[src/hdl/mips_pkg.sv]
// mips_lite shared definitions
// word and address types, instruction field enums and ALU operations
package mips_pkg;

   typedef logic [31:0] word_t;
   // bus address counts words, not bytes
   typedef logic [29:0] waddr_t;
   typedef logic [4:0]  reg_idx_t;

   // primary opcode field, bits 31:26
   typedef enum logic [5:0] {
      op_special = 6'h00,
      op_j       = 6'h02,
      op_beq     = 6'h04,
      op_bne     = 6'h05,
      op_addiu   = 6'h09,
      op_andi    = 6'h0c,
      op_ori     = 6'h0d,
      op_lui     = 6'h0f,
      op_lw      = 6'h23,
      op_sw      = 6'h2b
   } opcode_e;

   // function field of special opcodes, bits 5:0
   typedef enum logic [5:0] {
      fn_sll     = 6'h00,
      fn_srl     = 6'h02,
      fn_syscall = 6'h0c,
      fn_addu    = 6'h21,
      fn_subu    = 6'h23,
      fn_and     = 6'h24,
      fn_or      = 6'h25,
      fn_xor     = 6'h26,
      fn_nor     = 6'h27,
      fn_slt     = 6'h2a
   } funct_e;

   typedef enum logic [3:0] {
      alu_add, alu_sub, alu_and, alu_or, alu_xor,
      alu_nor, alu_slt, alu_sll, alu_srl, alu_lui
   } alu_op_e;

   localparam reg_idx_t reg_zero  = 5'd0;
   localparam int       reg_count = 32;

endpackage

[src/hdl/mips_alu.sv]
// integer ALU
// arithmetic, logic and shift results, plus rs == rt for branches
module mips_alu (
   input  mips_pkg::word_t   op_a,
   input  mips_pkg::word_t   op_b,
   input  logic [4:0]        shamt,
   input  mips_pkg::alu_op_e alu_op,
   input  logic              alu_use_imm,
   input  mips_pkg::word_t   imm,
   output mips_pkg::word_t   result,
   output logic              zero
);
   import mips_pkg::*;

   word_t src_b;
   logic  less;

   assign src_b = alu_use_imm ? imm : op_b;
   // signed compare for SLT
   assign less  = $signed(op_a) < $signed(src_b);

   always_comb
   begin
      case (alu_op)
         alu_add: result = op_a + src_b;
         alu_sub: result = op_a - src_b;
         alu_and: result = op_a & src_b;
         alu_or:  result = op_a | src_b;
         alu_xor: result = op_a ^ src_b;
         alu_nor: result = ~(op_a | src_b);
         alu_slt: result = {31'b0, less};
         // shifts act on rt by the shamt field
         alu_sll: result = op_b << shamt;
         alu_srl: result = op_b >> shamt;
         alu_lui: result = {imm[15:0], 16'h0};
         default: result = '0;
      endcase
   end

   // always the two registers, never the immediate
   assign zero = (op_a == op_b);

endmodule

[src/hdl/reg_file.sv]
// general purpose register file
// 32 words, two asynchronous reads, one clocked write, $0 reads zero
module reg_file (
   input  logic               clk,
   input  logic               rst_b,
   input  mips_pkg::reg_idx_t rs,
   input  mips_pkg::reg_idx_t rt,
   input  mips_pkg::reg_idx_t wr_idx,
   input  logic               we,
   input  mips_pkg::word_t    wdata,
   output mips_pkg::word_t    rs_data,
   output mips_pkg::word_t    rt_data
);
   import mips_pkg::*;

   word_t regs [reg_count];

   always_ff @(posedge clk or negedge rst_b)
   begin
      if (!rst_b)
      begin
         for (int i = 0; i < reg_count; i++)
            regs[i] <= '0;
      end
      else if (we && (wr_idx != reg_zero))
         regs[wr_idx] <= wdata;
   end

   assign rs_data = (rs == reg_zero) ? '0 : regs[rs];
   assign rt_data = (rt == reg_zero) ? '0 : regs[rt];

endmodule

[src/hdl/instr_decoder.sv]
// instruction decoder
// splits the instruction word into fields and control bits
module instr_decoder (
   input  mips_pkg::word_t    instr,
   output mips_pkg::reg_idx_t rs,
   output mips_pkg::reg_idx_t rt,
   output mips_pkg::reg_idx_t wr_idx,
   output mips_pkg::word_t    imm,
   output logic [4:0]         shamt,
   output mips_pkg::alu_op_e  alu_op,
   output logic               alu_use_imm,
   output logic               reg_write,
   output logic               is_mem,
   output logic               is_load,
   output logic               is_branch_eq,
   output logic               is_branch_ne,
   output logic               is_jump,
   output logic               is_syscall
);
   import mips_pkg::*;

   opcode_e  opcode;
   funct_e   funct;
   reg_idx_t rd;
   logic     wr_en;
   logic     use_rd;
   logic     zero_ext;

   assign opcode = opcode_e'(instr[31:26]);
   assign funct  = funct_e'(instr[5:0]);
   assign rs     = instr[25:21];
   assign rt     = instr[20:16];
   assign rd     = instr[15:11];
   assign shamt  = instr[10:6];

   // ANDI and ORI take the immediate unsigned
   assign imm    = zero_ext ? {16'h0, instr[15:0]} : {{16{instr[15]}}, instr[15:0]};

   // R-type writes rd, I-type writes rt, never $0
   assign wr_idx    = use_rd ? rd : rt;
   assign reg_write = wr_en & (wr_idx != reg_zero);

   always_comb
   begin
      alu_op       = alu_add;
      alu_use_imm  = 1'b0;
      wr_en        = 1'b0;
      use_rd       = 1'b0;
      zero_ext     = 1'b0;
      is_mem       = 1'b0;
      is_load      = 1'b0;
      is_branch_eq = 1'b0;
      is_branch_ne = 1'b0;
      is_jump      = 1'b0;
      is_syscall   = 1'b0;
      case (opcode)
         op_special:
         begin
            use_rd = 1'b1;
            wr_en  = 1'b1;
            case (funct)
               fn_sll:     alu_op = alu_sll;
               fn_srl:     alu_op = alu_srl;
               fn_addu:    alu_op = alu_add;
               fn_subu:    alu_op = alu_sub;
               fn_and:     alu_op = alu_and;
               fn_or:      alu_op = alu_or;
               fn_xor:     alu_op = alu_xor;
               fn_nor:     alu_op = alu_nor;
               fn_slt:     alu_op = alu_slt;
               fn_syscall:
               begin
                  wr_en      = 1'b0;
                  is_syscall = 1'b1;
               end
               // unknown function, no-op
               default:    wr_en = 1'b0;
            endcase
         end
         op_j:   is_jump      = 1'b1;
         op_beq: is_branch_eq = 1'b1;
         op_bne: is_branch_ne = 1'b1;
         op_addiu:
         begin
            alu_use_imm = 1'b1;
            wr_en       = 1'b1;
         end
         op_andi:
         begin
            alu_op      = alu_and;
            alu_use_imm = 1'b1;
            zero_ext    = 1'b1;
            wr_en       = 1'b1;
         end
         op_ori:
         begin
            alu_op      = alu_or;
            alu_use_imm = 1'b1;
            zero_ext    = 1'b1;
            wr_en       = 1'b1;
         end
         op_lui:
         begin
            alu_op      = alu_lui;
            alu_use_imm = 1'b1;
            wr_en       = 1'b1;
         end
         // address is rs plus signed offset
         op_lw:
         begin
            alu_use_imm = 1'b1;
            wr_en       = 1'b1;
            is_mem      = 1'b1;
            is_load     = 1'b1;
         end
         op_sw:
         begin
            alu_use_imm = 1'b1;
            is_mem      = 1'b1;
         end
         default: ;
      endcase
   end

endmodule

[src/hdl/load_store_unit.sv]
// load/store unit
// runs one Wishbone word read or write per mem_start
module load_store_unit (
   input  logic             clk,
   input  logic             rst_b,
   input  logic             mem_start,
   input  logic             is_load,
   input  mips_pkg::word_t  addr,
   input  mips_pkg::word_t  store_data,
   input  logic             d_ack,
   input  mips_pkg::word_t  d_dat_r,
   output logic             d_cyc,
   output logic             d_stb,
   output logic             d_we,
   output mips_pkg::waddr_t d_adr,
   output mips_pkg::word_t  d_dat_w,
   output logic             mem_done,
   output mips_pkg::word_t  load_data
);

   // request rises the cycle after mem_start, drops after ack
   always_ff @(posedge clk or negedge rst_b)
   begin
      if (!rst_b)
      begin
         d_cyc <= 1'b0;
         d_we  <= 1'b0;
      end
      else if (mem_start)
      begin
         d_cyc <= 1'b1;
         d_we  <= ~is_load;
      end
      else if (d_cyc && d_ack)
         d_cyc <= 1'b0;
   end

   // byte address down to word address
   always_ff @(posedge clk)
   begin
      if (mem_start)
      begin
         d_adr   <= addr[31:2];
         d_dat_w <= store_data;
      end
   end

   assign d_stb     = d_cyc;
   assign mem_done  = d_cyc & d_ack;
   assign load_data = d_dat_r;

endmodule

[src/hdl/wb_arbiter.sv]
// two-master Wishbone classic arbiter
// data master has priority, grant held while its owner keeps cyc high
module wb_arbiter (
   input  logic             clk,
   input  logic             rst_b,
   input  logic             m0_cyc,
   input  logic             m0_stb,
   input  logic             m0_we,
   input  mips_pkg::waddr_t m0_adr,
   input  mips_pkg::word_t  m0_dat_w,
   output logic             m0_ack,
   output mips_pkg::word_t  m0_dat_r,
   input  logic             m1_cyc,
   input  logic             m1_stb,
   input  logic             m1_we,
   input  mips_pkg::waddr_t m1_adr,
   input  mips_pkg::word_t  m1_dat_w,
   output logic             m1_ack,
   output mips_pkg::word_t  m1_dat_r,
   input  mips_pkg::word_t  wb_dat_r,
   input  logic             wb_ack,
   output logic             wb_cyc,
   output logic             wb_stb,
   output logic             wb_we,
   output mips_pkg::waddr_t wb_adr,
   output mips_pkg::word_t  wb_dat_w
);

   // gnt 0 is fetch, 1 is data
   logic gnt;
   logic lock_vld;
   logic lock_gnt;
   logic lock_hold;

   assign lock_hold = lock_vld & (lock_gnt ? m1_cyc : m0_cyc);
   assign gnt       = lock_hold ? lock_gnt : m1_cyc;

   assign wb_cyc   = gnt ? m1_cyc   : m0_cyc;
   assign wb_stb   = gnt ? m1_stb   : m0_stb;
   assign wb_we    = gnt ? m1_we    : m0_we;
   assign wb_adr   = gnt ? m1_adr   : m0_adr;
   assign wb_dat_w = gnt ? m1_dat_w : m0_dat_w;

   // ack only reaches the owner
   assign m0_ack   = wb_ack & ~gnt;
   assign m1_ack   = wb_ack & gnt;
   assign m0_dat_r = wb_dat_r;
   assign m1_dat_r = wb_dat_r;

   // lock ends with the ack that closes the cycle
   always_ff @(posedge clk or negedge rst_b)
   begin
      if (!rst_b)
      begin
         lock_vld <= 1'b0;
         lock_gnt <= 1'b0;
      end
      else
      begin
         lock_vld <= wb_cyc & ~wb_ack;
         lock_gnt <= gnt;
      end
   end

endmodule

[src/hdl/fetch_sequencer.sv]
// instruction sequencer
// holds PC and instruction register, runs the fetch bus cycle,
// steps each instruction through fetch, execute and memory
module fetch_sequencer #(
   parameter mips_pkg::word_t text_start = 32'h0040_0000
) (
   input  logic             clk,
   input  logic             rst_b,
   input  logic             f_ack,
   input  mips_pkg::word_t  f_dat_r,
   input  logic             is_mem,
   input  logic             is_load,
   input  logic             is_branch_eq,
   input  logic             is_branch_ne,
   input  logic             is_jump,
   input  logic             is_syscall,
   input  logic             reg_write,
   input  logic             alu_zero,
   input  mips_pkg::word_t  alu_result,
   input  mips_pkg::word_t  imm,
   input  logic             mem_done,
   input  mips_pkg::word_t  load_data,
   output logic             f_cyc,
   output logic             f_stb,
   output mips_pkg::waddr_t f_adr,
   output mips_pkg::word_t  instr,
   output logic             mem_start,
   output logic             rf_we,
   output mips_pkg::word_t  rf_wdata,
   output logic             halted
);
   import mips_pkg::*;

   typedef enum logic [1:0] {st_fetch, st_execute, st_memory, st_halted} state_e;

   state_e state;
   word_t  pc;
   word_t  ir;
   word_t  pc_plus4;
   word_t  branch_target;
   word_t  jump_target;
   word_t  next_pc;
   logic   take_branch;
   logic   fetch_done;

   assign pc_plus4      = pc + 32'd4;
   // offset counts words
   assign branch_target = pc_plus4 + {imm[29:0], 2'b00};
   assign jump_target   = {pc_plus4[31:28], ir[25:0], 2'b00};
   // alu_zero compares rs with rt
   assign take_branch   = (is_branch_eq & alu_zero) | (is_branch_ne & ~alu_zero);

   always_comb
   begin
      if (is_jump)
         next_pc = jump_target;
      else if (take_branch)
         next_pc = branch_target;
      else
         next_pc = pc_plus4;
   end

   assign fetch_done = f_cyc & f_ack;
   assign f_stb      = f_cyc;
   assign f_adr      = pc[31:2];
   assign instr      = ir;
   assign halted     = (state == st_halted);

   // one-cycle kick to the load/store unit
   assign mem_start = (state == st_execute) & is_mem;

   // ALU ops write at end of execute, LW writes on its data ack
   assign rf_we    = ((state == st_execute) & reg_write & ~is_mem) |
                     ((state == st_memory) & reg_write & is_load & mem_done);
   assign rf_wdata = (state == st_memory) ? load_data : alu_result;

   always_ff @(posedge clk or negedge rst_b)
   begin
      if (!rst_b)
      begin
         state <= st_fetch;
         pc    <= text_start;
         f_cyc <= 1'b0;
      end
      else
      begin
         case (state)
            st_fetch:
            begin
               // raise request out of reset, drop it after ack
               if (fetch_done)
               begin
                  f_cyc <= 1'b0;
                  state <= st_execute;
               end
               else
                  f_cyc <= 1'b1;
            end
            st_execute:
            begin
               if (is_syscall)
                  state <= st_halted;
               else if (is_mem)
                  state <= st_memory;
               else
               begin
                  pc    <= next_pc;
                  f_cyc <= 1'b1;
                  state <= st_fetch;
               end
            end
            st_memory:
            begin
               if (mem_done)
               begin
                  pc    <= next_pc;
                  f_cyc <= 1'b1;
                  state <= st_fetch;
               end
            end
            st_halted:
               state <= st_halted;
         endcase
      end
   end

   always_ff @(posedge clk)
   begin
      if (fetch_done)
         ir <= f_dat_r;
   end

endmodule

[src/hdl/mips_core_top.sv]
// mips_lite core top level
// joins sequencer, decoder, register file, ALU and load/store unit,
// and puts both bus masters on one Wishbone classic bus
module mips_core_top #(
   parameter mips_pkg::word_t text_start = 32'h0040_0000
) (
   input  logic             clk,
   input  logic             rst_b,
   input  mips_pkg::word_t  wb_dat_r,
   input  logic             wb_ack,
   output logic             wb_cyc,
   output logic             wb_stb,
   output logic             wb_we,
   output mips_pkg::waddr_t wb_adr,
   output mips_pkg::word_t  wb_dat_w,
   output logic             halted
);
   import mips_pkg::*;

   // fetch master, bus side
   logic     f_cyc;
   logic     f_stb;
   logic     f_ack;
   waddr_t   f_adr;
   word_t    f_dat_r;
   // data master, bus side
   logic     d_cyc;
   logic     d_stb;
   logic     d_we;
   logic     d_ack;
   waddr_t   d_adr;
   word_t    d_dat_w;
   word_t    d_dat_r;
   // decoded instruction
   word_t    instr;
   reg_idx_t rs;
   reg_idx_t rt;
   reg_idx_t wr_idx;
   word_t    imm;
   logic [4:0] shamt;
   alu_op_e  alu_op;
   logic     alu_use_imm;
   logic     reg_write;
   logic     is_mem;
   logic     is_load;
   logic     is_branch_eq;
   logic     is_branch_ne;
   logic     is_jump;
   logic     is_syscall;
   // datapath
   word_t    rs_data;
   word_t    rt_data;
   word_t    alu_result;
   logic     alu_zero;
   logic     rf_we;
   word_t    rf_wdata;
   logic     mem_start;
   logic     mem_done;
   word_t    load_data;

   fetch_sequencer #(.text_start(text_start)) u_seq (
      .clk(clk), .rst_b(rst_b),
      .f_ack(f_ack), .f_dat_r(f_dat_r),
      .is_mem(is_mem), .is_load(is_load),
      .is_branch_eq(is_branch_eq), .is_branch_ne(is_branch_ne),
      .is_jump(is_jump), .is_syscall(is_syscall), .reg_write(reg_write),
      .alu_zero(alu_zero), .alu_result(alu_result), .imm(imm),
      .mem_done(mem_done), .load_data(load_data),
      .f_cyc(f_cyc), .f_stb(f_stb), .f_adr(f_adr), .instr(instr),
      .mem_start(mem_start), .rf_we(rf_we), .rf_wdata(rf_wdata), .halted(halted)
   );

   instr_decoder u_dec (
      .instr(instr), .rs(rs), .rt(rt), .wr_idx(wr_idx), .imm(imm), .shamt(shamt),
      .alu_op(alu_op), .alu_use_imm(alu_use_imm), .reg_write(reg_write),
      .is_mem(is_mem), .is_load(is_load), .is_branch_eq(is_branch_eq),
      .is_branch_ne(is_branch_ne), .is_jump(is_jump), .is_syscall(is_syscall)
   );

   reg_file u_rf (
      .clk(clk), .rst_b(rst_b), .rs(rs), .rt(rt), .wr_idx(wr_idx),
      .we(rf_we), .wdata(rf_wdata), .rs_data(rs_data), .rt_data(rt_data)
   );

   mips_alu u_alu (
      .op_a(rs_data), .op_b(rt_data), .shamt(shamt), .alu_op(alu_op),
      .alu_use_imm(alu_use_imm), .imm(imm), .result(alu_result), .zero(alu_zero)
   );

   // effective address is the ALU sum, store data is rt
   load_store_unit u_lsu (
      .clk(clk), .rst_b(rst_b), .mem_start(mem_start), .is_load(is_load),
      .addr(alu_result), .store_data(rt_data), .d_ack(d_ack), .d_dat_r(d_dat_r),
      .d_cyc(d_cyc), .d_stb(d_stb), .d_we(d_we), .d_adr(d_adr), .d_dat_w(d_dat_w),
      .mem_done(mem_done), .load_data(load_data)
   );

   // fetch never writes, so its we and write data are tied off
   wb_arbiter u_arb (
      .clk(clk), .rst_b(rst_b),
      .m0_cyc(f_cyc), .m0_stb(f_stb), .m0_we(1'b0), .m0_adr(f_adr), .m0_dat_w('0),
      .m0_ack(f_ack), .m0_dat_r(f_dat_r),
      .m1_cyc(d_cyc), .m1_stb(d_stb), .m1_we(d_we), .m1_adr(d_adr), .m1_dat_w(d_dat_w),
      .m1_ack(d_ack), .m1_dat_r(d_dat_r),
      .wb_dat_r(wb_dat_r), .wb_ack(wb_ack),
      .wb_cyc(wb_cyc), .wb_stb(wb_stb), .wb_we(wb_we), .wb_adr(wb_adr),
      .wb_dat_w(wb_dat_w)
   );

endmodule

[config.mk]
export PLATFORM = sky130hd
export DESIGN_NAME = mips_core_top
export DESIGN_NICKNAME = d
export VERILOG_FILES = /design/src/hdl/mips_pkg.sv /design/src/hdl/mips_alu.sv /design/src/hdl/reg_file.sv /design/src/hdl/instr_decoder.sv /design/src/hdl/load_store_unit.sv /design/src/hdl/wb_arbiter.sv /design/src/hdl/fetch_sequencer.sv /design/src/hdl/mips_core_top.sv
export SDC_FILE = /design/constraint.sdc
export NUM_CORES = 2
export LEC_CHECK = 0
export ABC_CLOCK_PERIOD_IN_PS = 8500
export BUFFER_PORTS_ARGS = -buffer_cell sky130_fd_sc_hd__buf_2
export CELL_PAD_IN_SITES_DETAIL_PLACEMENT = 0
export CELL_PAD_IN_SITES_GLOBAL_PLACEMENT = 1
export CORE_UTILIZATION = 44
export DETAILED_ROUTE_END_ITERATION = 10
export PLACE_DENSITY_LB_ADDON = 0.08
export SYNTH_ARGS = -nofsm -noshare
export SYNTH_HDL_FRONTEND = slang
export SYNTH_SLANG_ARGS = --single-unit
[constraint.sdc]
create_clock -name clk -period 8.5 [get_ports clk]
set_input_delay 0.425 -clock clk [delete_from_list [all_inputs] [get_ports clk]]
set_output_delay 0.425 -clock clk [all_outputs]
set_load 0.1 [all_outputs]
==> parameters.txt <==
Parameter                              Value

Pwr
  Peak supply drop    214 µV
  Power density over the cells    173 mW/mm²
  Overall Power    13.8 mW
  Static leakage power    35.4 nW

STA
  Worst-case headroom to the max-slew limit    8.33%
  Max Freq    132 MHz
  Final Critical Period    7.56 ns
  Unrepaired setup endpoints after global routing    false
  Max Clock Skew    0.0562 ns
  Final Max Tran Viols    0
  Final Setup Violations    0
  Setup TNS after final layout    0 ns
  Hold Violations, Final    0
  Actual transition at the worst max-transition pin    1.35 ns
  Part of the cycle the worst path needs    89.0%

Worst setup path
  R2R cell count    20
  Startpoint of the lowest-slack register-to-register path    u_seq.instr[19]
  Worst-path fanout max    31
  CP required    9.17 ns
  Startpoint class of the critical path    flop
  Slack of the worst reg-to-reg path    0.94 ns
  Kind of capture point of the worst setup path    flop
  Data arrival at the endpoint of the critical path    8.23 ns
  Capturing point of the worst reg2reg path    u_rf.regs[746]
  Critical path class    reg2reg

Clock network
  Cts bufs inserted    139
  Clock sink count    1155
  Post-CTS setup buffers    0
  Hold buffer count at CTS    32
  Htree depth    4
  Post-CTS resize count    0
  Clock buffer depth    3
  Clock tree from TritonCTS    built
  Clock Latency Late Sink    0.82 ns
  CTS root buffer    clkbuf_16
  Clock transition time at the flip-flop clock pins of the worst setup and hold paths    0.06 ns

Floorplanning
  Number of ports placed on the die boundary    101
  CORE AREA    0.161 mm²
  Die outline area    0.164 mm²
  Num rows    147
  Die Y-Extent    406 µm
  Chip width    406 µm
  Initial core utilization    44.5%

Layout
  Multi-input gate area    0.0393 mm²
  Filler cells    14700
  Fraction of layout cells with a size suffix above 1    24.9%
  Leading cell types in the layout, fill and taps excluded    dfrtp_1, nand2_1, mux4_2
  Synth-to-layout area growth    11.3%
  Area occupied by registers    0.0294 mm²
  Most common cell after layout, fill and taps aside    dfrtp_1
  Post-layout net count    6724

Place
  Count of buffers inserted at the top-level ports    100
  HPWL reported at the end of detailed placement    206000 µm
  Final estimated routing congestion in global placement    1.04

Yosys
  Top_reg_cell synth    dfrtp_1
  Synth top area share    37.0%
  Cells taking the most area after synthesis    dfrtp_1, mux4_2, mux2_2, nand2_1, edfxtp_1
  Sequential share of the synthesized area    41.0%
  Post-synthesis instance total    6669
  Largest family of logic cells by synthesized area    multiplexers
  Post-Synth Adder-Cell Area    2.48%
  Warning count from the yosys run    0
  Synth Net Count    6844
  Netlist area before placement    0.0717 mm²
  Count of unique library cells instantiated by Yosys    107
  Yosys reg bits    1155
  Synthesized-area fraction occupied by xor and xnor cells    1.15%
  Post-Synth Simple-Gate Area    10.6%
  Cell type with the largest total area after synthesis    dfrtp_1
  Syn avg cell area    10.7 µm²
  Synth async-reset ratio    91.9%
  Count of flip-flops with a built-in enable after synthesis    94
  Share of synthesized area spent on multiplexers    26.2%
  Fraction of the mapped netlist area in compound gates    13.6%

Global routing
  Maximum number of pins on one net before global-route repair    171
  Global-route wire length before repair    432000 µm
  Total global routing overflow    0
  Antenna violations before repair    11
  Vias in the first global route    55700
  Global routing usage summed across all routing layers    37.2%

Routing
  Final routed DRC violation total    0
  Detailed router's first-iteration violation count    6766
  Wire per inst    34.7 µm
  Detailed Route WL    306000 µm
  Via count normalized by instance count    6.59
  Number of iterations in the first detailed-routing pass    8
  Via count    58100
  Antenna violation net count after detailed routing    0

Run status
  Outcome    finished clean

Min path
  Classification of the worst-slack hold path    in2reg
  Hold path depth    1
  Destination of the worst hold path    u_seq.instr[20]
  Beginning of the worst hold path    wb_dat_r[20]

Flow run
  Max-Cap Viols    0
## synth_stat cells, drive strengths merged (35+ instances only)
library cell,n
dfrtp,1060
nand2,1011
o21ai,744
mux4,504
clkbuf,442
mux2,403
mux2i,283
nor2,276
buf,206
a21oi,172
inv,153
ha,137
nand3,134
edfxtp,94
a22oi,77
xnor2,71
a31oi,69
and3,66
a211oi,61
nor3,60
a221oi,59
o22ai,51
o221ai,46
o211ai,38
a21o,35
## critical path, stage by stage, from the launching register on
cell	delay, ns
edfxtp_1	1.14
buf_4	0.28
buf_4	0.19
and3b_1	0.59
a22oi_1	0.19
nand3_1	0.34
nor2_1	0.08
a21oi_1	0.67
ha_1	0.47
nor3_1	0.27
nand3_1	0.10
o21ai_0	0.42
nor3_1	0.09
a211oi_1	0.24
a211oi_1	0.13
xnor2_1	0.28
nor2_1	0.10
nor4_1	0.72
a31oi_2	0.39
buf_4	0.37
mux2_2	0.31
## registers in the layout, indices dropped and copies added, names as in the netlist
name,count
u_lsu.d_cyc,1
u_arb.lock_gnt,1
u_seq.instr,32
u_seq.pc,30
u_seq.state,2
u_lsu.d_adr,30
u_arb.lock_vld,1
u_seq.f_cyc,1
u_rf.regs,1024
u_lsu.d_we,1
u_lsu.d_dat_w,32
## per-layer routing
| layer | part of all wire, % | routed length (µm) | GRT usage [%] |
|---|---|---|---|
| met1 | 42 | 129000 | 52.2 |
| met4 | 4.9 | 15100 | 16.3 |
| met2 | 44 | 135000 | 55.3 |
| met3 | 8.9 | 27100 | 8.11 |
| met5 | 0.015 | 45 | 0 |
## worst max-delay path by stage
stage                    start        endpoint  slack [ns]  cells after the start
2_1_floorplan  u_seq.instr[16]  u_rf.regs[126]        3.01                     26
3_3_place_gp   u_seq.instr[19]  u_rf.regs[927]        1.19                     21
3_5_place_dp   u_seq.instr[19]  u_rf.regs[927]        1.23                     21
4_1_cts        u_seq.instr[19]  u_rf.regs[927]        1.19                     21
5_1_grt        u_seq.instr[19]  u_rf.regs[272]        0.80                     20
6_report       u_seq.instr[19]  u_rf.regs[746]        0.94                     20
## metrics by stage
stage	util (%)	area, µm²	setup slack [ns]	hold slack, ns	std cells
floorplan	-	71700	3.01	0.129	6669
global placement	46.4	74700	1.19	0.360	8536
detailed placement	46.4	74700	1.23	0.363	8536
CTS	49.5	79700	1.19	0.0333	8821
global route	49.5	79700	0.796	0.0598	8821
finish	49.5	79700	0.936	0.0850	8823
## report_power, final
part | leakage (nW) | internal, mW | switching, mW
Combinational | 17.4 | 0.593 | 1.43
Clock | 2.29 | 3.59 | 2.58
Sequential | 15.7 | 5.58 | 0.0310
## logic make-up after synthesis
logic type / Yosys count
AND/OR/NAND/NOR: 1733
AO/OA/AOI/OAI: 1550
multiplexers: 1190
flip-flops: 1155
buffers and inverters: 807
adder cells (fa/ha/maj): 140
XOR/XNOR: 94
## final cells by class
| cell class | instances | share of cell area (%) |
|---|---|---|
| Sequential cell | 1155 | 36.8 |
| Tap cell | 2160 | 3.39 |
| Multi-Input combinational cell | 4707 | 49.3 |
| Timing Repair Buffer | 387 | 3.87 |
| Inverter | 159 | 0.761 |
| Antenna cell | 2 | 0.00628 |
| Clock inverter | 52 | 0.775 |
| Clock buffer | 201 | 5.10 |
Power figures use the tool's default switching activity.
